**src/l1_cache_pkg.sv**
```systemverilog
// shared widths, vector types and bus structs of the l1 data cache, referenced by scoped name
`default_nettype none

package l1_cache_pkg;

    //////////////////////////////
    // widths
    //////////////////////////////

    localparam int ADDR_W         = 27;     // cpu word address
    localparam int WORD_W         = 32;     // one data word
    localparam int OFFSET_W       = 2;      // word position in a line
    localparam int WORDS_PER_LINE = 4;
    localparam int LINE_W         = 128;    // WORDS_PER_LINE * WORD_W

    typedef logic [ADDR_W-1:0]   addr_t;
    typedef logic [WORD_W-1:0]   word_t;
    typedef logic [LINE_W-1:0]   line_t;    // word 0 sits in the low bits
    typedef logic [OFFSET_W-1:0] offset_t;

    //////////////////////////////
    // bus structs
    //////////////////////////////

    // cpu -> cache, held until ready
    typedef struct packed {
        addr_t addr;
        word_t data;    // write data
        logic  rw;      // 1 = write
        logic  valid;
    } cpu_req_t;

    // cache -> cpu
    typedef struct packed {
        word_t data;    // read data, only meaningful on reads
        logic  ready;   // one-cycle pulse
    } cpu_res_t;

    // cache -> lower memory, always one line
    typedef struct packed {
        addr_t addr;    // line aligned, offset bits zero
        line_t data;    // write-back line
        logic  rw;      // 1 = write
        logic  valid;   // one-cycle pulse
    } mem_req_t;

    // lower memory -> cache, answers a line read
    typedef struct packed {
        line_t data;
        logic  ready;   // one-cycle pulse
    } mem_res_t;

endpackage

`default_nettype wire

```
**src/l1_cache_ctrl.sv**
```systemverilog
// controller of the l1 cache, checks tags, answers the cpu and runs fills and write-backs
`timescale 1ns/10ps
`default_nettype none

module l1_cache_ctrl #(
    parameter int  INDEX_W = 12,
    localparam int TAG_W   = l1_cache_pkg::ADDR_W - INDEX_W - l1_cache_pkg::OFFSET_W
) (
    input  wire logic                   sys_clk,
    input  wire logic                   RST,
    input  wire l1_cache_pkg::cpu_req_t cpu_req,
    output l1_cache_pkg::cpu_res_t      cpu_res,
    output l1_cache_pkg::mem_req_t      mem_req,
    input  wire l1_cache_pkg::mem_res_t mem_res,
    // tag store
    input  wire logic [1:0][TAG_W-1:0]  way_tag,
    input  wire logic [1:0]             way_valid,
    input  wire logic [1:0]             way_dirty,
    input  wire logic                   lru,
    output logic                        tag_we,
    output logic                        tag_way,
    output logic [TAG_W-1:0]            tag_new,
    output logic                        dirty_new,
    output logic                        lru_we,
    output logic                        lru_new,
    // data store
    input  wire l1_cache_pkg::line_t [1:0] way_line,
    output logic                        fill_we,
    output logic                        fill_way,
    output l1_cache_pkg::line_t         fill_line,
    output logic                        word_we,
    output logic                        word_way,
    output l1_cache_pkg::offset_t       word_offset,
    output l1_cache_pkg::word_t         word_data
);

    typedef logic [TAG_W-1:0]   tag_t;
    typedef logic [INDEX_W-1:0] index_t;

    typedef enum logic [2:0] {
        idle,
        compare_tag,
        allocate,        // waiting for the line read
        allocate_wait,   // lets the filled line reach the read registers
        write_back       // read request right after the victim write
    } cache_state_t;

    cache_state_t          state_q, state_d;
    tag_t                  cpu_tag;
    index_t                cpu_index;
    l1_cache_pkg::offset_t cpu_offset;
    logic [1:0]            way_hit;
    logic                  hit;
    logic                  hit_way;
    logic                  victim;         // way picked on a miss
    logic                  victim_q;       // held until the fill
    logic                  victim_dirty;
    l1_cache_pkg::addr_t   line_addr;      // requested line
    l1_cache_pkg::addr_t   victim_addr;    // line being evicted

    //////////////////////////////
    // address split and hit logic
    //////////////////////////////

    assign cpu_tag    = cpu_req.addr[l1_cache_pkg::ADDR_W-1 -: TAG_W];
    assign cpu_index  = cpu_req.addr[l1_cache_pkg::OFFSET_W +: INDEX_W];
    assign cpu_offset = cpu_req.addr[l1_cache_pkg::OFFSET_W-1:0];

    assign way_hit[0] = way_valid[0] && (way_tag[0] == cpu_tag);
    assign way_hit[1] = way_valid[1] && (way_tag[1] == cpu_tag);
    assign hit        = |way_hit;
    assign hit_way    = way_hit[1];      // both ways never hold the same tag

    // empty ways first, then the lru way
    assign victim       = !way_valid[0] ? 1'b0 : (!way_valid[1] ? 1'b1 : lru);
    assign victim_dirty = way_valid[victim] && way_dirty[victim];

    assign line_addr   = {cpu_req.addr[l1_cache_pkg::ADDR_W-1:l1_cache_pkg::OFFSET_W],
                          {l1_cache_pkg::OFFSET_W{1'b0}}};
    assign victim_addr = {way_tag[victim], cpu_index, {l1_cache_pkg::OFFSET_W{1'b0}}};

    //////////////////////////////
    // store write data
    //////////////////////////////

    assign tag_way     = hit ? hit_way : victim;
    assign tag_new     = cpu_tag;
    assign dirty_new   = hit;            // write hit sets dirty, a new line starts clean
    assign lru_new     = ~hit_way;       // point at the way not just used
    assign word_way    = hit_way;
    assign word_offset = cpu_offset;
    assign word_data   = cpu_req.data;
    assign fill_way    = victim_q;
    assign fill_line   = mem_res.data;

    //////////////////////////////
    // fsm
    //////////////////////////////

    always_comb
    begin
        state_d       = state_q;
        cpu_res.ready = 1'b0;
        cpu_res.data  = way_line[hit_way][int'(cpu_offset)*l1_cache_pkg::WORD_W +:
                                          l1_cache_pkg::WORD_W];
        mem_req.addr  = line_addr;
        mem_req.data  = way_line[victim];
        mem_req.rw    = 1'b0;
        mem_req.valid = 1'b0;
        tag_we        = 1'b0;
        lru_we        = 1'b0;
        fill_we       = 1'b0;
        word_we       = 1'b0;

        case (state_q)
            idle:
            begin
                if (cpu_req.valid)
                begin
                    state_d = compare_tag;   // stores read this address at the edge
                end
            end

            compare_tag:
            begin
                if (hit)
                begin
                    cpu_res.ready = 1'b1;
                    lru_we        = 1'b1;
                    if (cpu_req.rw)
                    begin
                        word_we = 1'b1;      // merge the word
                        tag_we  = 1'b1;      // and mark the line dirty
                    end
                    state_d = idle;
                end
                else
                begin
                    tag_we        = 1'b1;    // victim takes the new tag, clean
                    mem_req.valid = 1'b1;
                    if (victim_dirty)
                    begin
                        mem_req.addr = victim_addr;
                        mem_req.rw   = 1'b1;
                        state_d      = write_back;
                    end
                    else
                    begin
                        state_d = allocate;  // line read goes out now
                    end
                end
            end

            write_back:
            begin
                mem_req.valid = 1'b1;        // line read after the victim write
                state_d       = allocate;
            end

            allocate:
            begin
                if (mem_res.ready)
                begin
                    fill_we = 1'b1;
                    state_d = allocate_wait;
                end
            end

            allocate_wait:
            begin
                state_d = compare_tag;       // retry, now a hit
            end

            default:
            begin
                state_d = idle;
            end
        endcase
    end

    always_ff @(posedge sys_clk)
    begin
        if (RST)
        begin
            state_q  <= idle;
            victim_q <= 1'b0;
        end
        else
        begin
            state_q <= state_d;
            if (state_q == compare_tag && !hit)
            begin
                victim_q <= victim;
            end
        end
    end

    //////////////////////////////
    // checks
    //////////////////////////////

    // a line read is never followed by another request
    a_read_alone : assert property (@(posedge sys_clk) disable iff (RST)
        mem_req.valid && !mem_req.rw |=> !mem_req.valid);

    // every write-back is chained straight to its line read
    a_write_then_read : assert property (@(posedge sys_clk) disable iff (RST)
        mem_req.valid && mem_req.rw |=> mem_req.valid && !mem_req.rw);

    a_ready_in_compare : assert property (@(posedge sys_clk) disable iff (RST)
        cpu_res.ready |-> state_q == compare_tag);

endmodule

`default_nettype wire

```
**config.mk**
```make
export PLATFORM = sky130hd
export DESIGN_NAME = l1_cache_ctrl
export DESIGN_NICKNAME = d
export VERILOG_FILES = /design/src/l1_cache_pkg.sv /design/src/l1_cache_ctrl.sv
export SDC_FILE = /design/constraint.sdc
export NUM_CORES = 1
export LEC_CHECK = 0
export BUFFER_PORTS_ARGS = -buffer_cell sky130_fd_sc_hd__buf_2
export CORE_AREA = 5 5 325 327
export CTS_CLUSTER_DIAMETER = 80
export CTS_CLUSTER_SIZE = 28
export DETAILED_ROUTE_END_ITERATION = 16
export DIE_AREA = 0 0 330 332
export PLACE_DENSITY = 0.36
export SLEW_MARGIN = 20
export SYNTH_ARGS = -nofsm -noshare
export SYNTH_HDL_FRONTEND = slang
export SYNTH_SLANG_ARGS = --single-unit
```
**constraint.sdc**
```tcl
create_clock -name sys_clk -period 3.25 [get_ports sys_clk]
set_input_delay 0.325 -clock sys_clk [delete_from_list [all_inputs] [get_ports sys_clk]]
set_output_delay 0.325 -clock sys_clk [all_outputs]
set_load 0.03 [all_outputs]
```
Word-level counts from Yosys, hierarchy flattened --
Index checks and enable logic that the tools add are counted.
Word-level totals: register bits after elaboration 4, logic and storage cells 56, bits of input ports 479
Operators by class: reductions and logical operators 8, $lt $le $gt $ge 2, eq/ne operators 8, bitwise operators 1, multiplexer cells 34, shift-type cells 1
Operator list (count):
- 128-bit 2-to-1 mux | 4
- 128-bit by 8-bit indexed part select with 32-bit output | 1
- 27-bit 2-to-1 mux | 3
- 13-bit equality test | 2
- 13-bit 2-to-1 mux | 2
- 1-bit 2-to-1 mux | 18
- 3-bit case mux with 5 select lines | 1
- 3-bit 2-to-1 mux | 4
- 3-bit by 2-bit equality test with 1-bit output (second input constant) | 2
- 1-bit logical AND | 4
- 1-bit by 2-bit less-than comparator with 1-bit output (second input constant) | 2
- 2-bit inequality test (second input constant) | 2
- 3-bit by 1-bit equality test with 1-bit output (second input constant) | 1
- 3-bit equality test (second input constant) | 1
- 3-bit logical NOT | 1
- 2-bit 2-to-1 mux | 1
- 1-bit case mux with 2 select lines | 1
- 2-bit AND reduction | 1
- 2-bit OR reduction | 1
- 1-bit logical NOT | 1
- 1-bit inverter | 1

Depth between registers and ports, before layout --
word-level depth 8, gate-level depth with buffers 8

Least setup slack after synthesis --
No wires, ideal clock.
path type input to output, start in way_tag[17] (netlist bit), end out cpu_res[0] (netlist bit), buffers on the path 2, arrival 2.025 ns, stages 7, data required time 2.925 ns, path slack 0.900 ns, cell sequence xnor2_1 > nand4_1 > nor4_2 > buf_6 > nor2_1 > nor2_1 > buf_4
Between the ends: word-level cells in the longest chain between the ends 5
RTL lines:
- from (decl) | line l1_cache_ctrl.sv:16 | input wire logic [1:0][TAG_W-1:0] way_tag,
- 13-bit equality test | line l1_cache_ctrl.sv:70 | assign way_hit[1] = way_valid[1] && (way_tag[1] == cpu_tag);
- 1-bit logical AND | line l1_cache_ctrl.sv:70
- 2-bit OR reduction | line l1_cache_ctrl.sv:71 | assign hit = |way_hit;
- 1-bit 2-to-1 mux (2 in a row)
- to (decl) | line l1_cache_ctrl.sv:12 | output l1_cache_pkg::cpu_res_t cpu_res,
No other way between the ends.

==> results.cfg <==
[run_status]
outcome = finished, final reports clean

[timing]
final-hold-violation-count = 0
final_min_period_over_clock_period_pct = 96.5
timing.fmax_mhz = 319
final_setup_viols = 0
timing.final.max_slew_violations = 0
clock-skew-final_ps = 0.214
transition_time_of_the_tightest_slew_check_pin_ps = 890
period_minus_slack_ps = 3140
worst_slack_ps = 115
tns_ps = 0
unrepaired_setup_endpoints_after_global_routing = false
slew_headroom_pct = 39.0

[final_layout]
finalNonFillerCells = 2501
area_growth_syn_to_layout_pct = 46.3
final_cell_area_um2 = 9650
drive_above_1_share_pct = 63.9
design.final.nets = 1590
final_util_pct = 9.41

[floorplan]
die_height_um = 332
io-pin-count = 853
rows = 118
core_area_um2 = 103000
floorplan.initialDensity_pct = 6.43
die_area_um2 = 110000
die_width_um = 330

[logic_synthesis]
number_of_synthesized_flops_with_an_enable_pin = 0
syn-instance-count = 805
post-synth-top-area-fraction_pct = 24.8
area_contributors_post_synth = sky130_fd_sc_hd__mux2_2 (25%), sky130_fd_sc_hd__mux2i_1 (24%), sky130_fd_sc_hd__buf_4 (22%), sky130_fd_sc_hd__nor2_1 (7.7%), sky130_fd_sc_hd__o211a_1 (4.9%)
synth.yosys.seq_area_share_pct = 1.21
synthTopCellsByCount = sky130_fd_sc_hd__buf_4 (194), sky130_fd_sc_hd__mux2i_1 (161), sky130_fd_sc_hd__mux2_2 (145)
synthFlopType = sky130_fd_sc_hd__dfxtp_1
synth_async_sr_flop_share_pct = 0
postSynthAreaPerCell_um2 = 8.19
synthDistinctLibCells = 37
postSynthRegisterBits = 4
post-synth-top-count-cell = sky130_fd_sc_hd__buf_4
synth_warnings = 0
syn-cell-area_um2 = 6600
synth_top_cell_by_area = sky130_fd_sc_hd__mux2_2

[power_and_ir_drop]
p_sw_mw = 1.04
pwr-share-seq_pct = 3.2
clock_power_share_pct = 10.3
cell_internal_pwr_mw = 0.802
worst_ir_drop_vdd_v = 0.000105
combinationalPowerShare_pct = 86.5
leakage_nw = 4.10
power.share.switching_pct = 56.4
power_density_nw_per_um2 = 191

[placement]
gpl.final_weighted_congestion = 0.806
hpwl_um = 51300
numPlacedInstances = 2486
pre_cts_worst_setup_slack_ps = 83.6
placed_area_um2 = 9550
total_of_buffers_placed_on_input_and_output_ports = 506

[drt]
routedWlPerCell_um = 22.5
drtIter0Drc = 260
detail_route.drc_violations = 0
route.detailed.vias_per_inst = 2.90
routed_wl_um = 56200
drtPass1Iterations = 4
via_count = 7259
antenna_left = 0

[cts]
clockRootBuffer = sky130_fd_sc_hd__clkbuf_16
cts_max_path_buffers = 2
postCtsHoldBufs = 0
cts.htree.levels = 1
cts_buffers = 3
post_cts_resize_count = 0
cts_post_setup_buffers_inserted = 0
clk_pin_slew_worst_paths_ps = 30
clock_insertion_delay_worst_skew_ps = 220
clkSinkCount = 4
tritoncts = built

[worst_setup_path]
crit_required_ps = 2920
crit_chain = buf_2 -> xnor2_1 -> nand4_1 -> nor4_2 -> buf_4 -> buf_12 -> mux2i_1 -> o211a_1 -> buf_12
reg2reg_slack_ps = 1760
setup.worst_path.end_class = primary output
cp_slowest_stage_delay_ps = 520
worstSetupStartpointType = input port
timing.critical_path.slowest_stage_cell = sky130_fd_sc_hd__nor4_2
path_common_cell = sky130_fd_sc_hd__buf_12
cp.arrival_ps = 2810
cp_max_fo = 19
timing_worst_setup_path_type = input port to primary output

[run]
drv.max_cap_violation_count = 0

[grt]
via_count_of_the_first_global_routing_pass = 7454
grt_pass1_wl_um = 70500
grt_remaining_overflow = 0
antenna_violations_before_repair = 38
groute.usage.overall_pct = 9.44
largest_net_degree_at_the_start_of_global_routing = 64

[hold_path]
hp-class = input port to flop
per-layer routing:
layer	part of all wire [%]	vias up	track usage (%)
met4	3.5	6	2.62
met1	43	3311	12.4
met2	41	553	14.2
met3	12	128	3.89
li1	-	3261	-
met5	0.060	-	0
layout make-up:
cell class / instances / area (um^2)
inverter: 3 / 11.3
timing repair buffer: 544 / 2960
clock buffer: 3 / 75.1
antenna: 12 / 30.0
sequential: 4 / 80.1
fill: 12100 / 93000
tap: 1380 / 1730
multi-input combinational: 555 / 4770
cells in the final DEF, fill, tap and decap left out:
master	count
sky130_fd_sc_hd__mux2_4	9
sky130_fd_sc_hd__o211a_1	32
sky130_fd_sc_hd__a211oi_1	1
sky130_fd_sc_hd__nand2b_4	1
sky130_fd_sc_hd__dfxtp_1	4
sky130_fd_sc_hd__xnor2_1	27
sky130_fd_sc_hd__or4_1	1
sky130_fd_sc_hd__o21ai_0	3
sky130_fd_sc_hd__nand2b_1	1
sky130_fd_sc_hd__and3_1	1
sky130_fd_sc_hd__a31oi_1	1
sky130_fd_sc_hd__mux2_2	145
sky130_fd_sc_hd__nand2_4	1
sky130_fd_sc_hd__nor3_1	1
sky130_fd_sc_hd__o21a_1	2
sky130_fd_sc_hd__nand2_1	8
sky130_fd_sc_hd__buf_2	503
sky130_fd_sc_hd__nor2_1	136
sky130_fd_sc_hd__or4_2	1
sky130_fd_sc_hd__nor3_4	1
sky130_fd_sc_hd__conb_1	2
sky130_fd_sc_hd__o21ai_4	1
sky130_fd_sc_hd__clkbuf_16	3
sky130_fd_sc_hd__o31ai_1	1
sky130_fd_sc_hd__diode_2	12
sky130_fd_sc_hd__nor4_4	1
sky130_fd_sc_hd__mux2i_1	161
sky130_fd_sc_hd__buf_4	30
sky130_fd_sc_hd__nor4_1	1
sky130_fd_sc_hd__buf_12	11
sky130_fd_sc_hd__inv_1	3
sky130_fd_sc_hd__nand4_1	9
sky130_fd_sc_hd__nand4b_1	1
sky130_fd_sc_hd__a21oi_1	3
sky130_fd_sc_hd__and2_1	1
sky130_fd_sc_hd__nor4_2	2
cells by family after synthesis:
family                    share of synthesized area (%)
muxes                                              51.2
buffers and inverters                              27.3
and+or+nand+nor                                    10.7
AOI/OAI and AO/OA                                  5.94
xor gates and xnor gates                           3.59
DFF                                                1.21
other                                            0.0569
registers in the layout, indices dropped and copies added, names as in the netlist:
name	count
fill_way	1
state_q	3
final timing paths:
path,start,to,depth (start not counted)
worst max-delay path,cpu_req[57],cpu_res[16],9
worst max register to register,state_q[2],fill_way,4
worst min register to register,fill_way,fill_way,2
worst min-delay path,RST,fill_way,2
critical path, delay by kind of cell:
kind	cells	cell delay (ps)
buffers and inverters	4	770
muxes	1	480
and+or+nand+nor	2	670
xor gates and xnor gates	1	230
AOI/OAI and AO/OA	1	280
power by group through the flow:
stage | Sequential, mW | Clock, mW | Combinational (mW)
after floorplan | 0.0555 | 0 | 1.33
after global placement | 0.0597 | 0 | 1.62
final | 0.0594 | 0.190 | 1.59
after CTS | 0.0590 | 0.193 | 1.62
after global routing | 0.0595 | 0.198 | 1.70
after detailed placement | 0.0597 | 0 | 1.62
through the flow:
step / hold slack [ps] / power, mW
after detailed placement: 475 / 1.68
after floorplan: 394 / 1.38
after global placement: 472 / 1.68
final: 319 / 1.84
after global routing: 337 / 1.96
after CTS: 318 / 1.88
(Power assumes the default switching activity.)
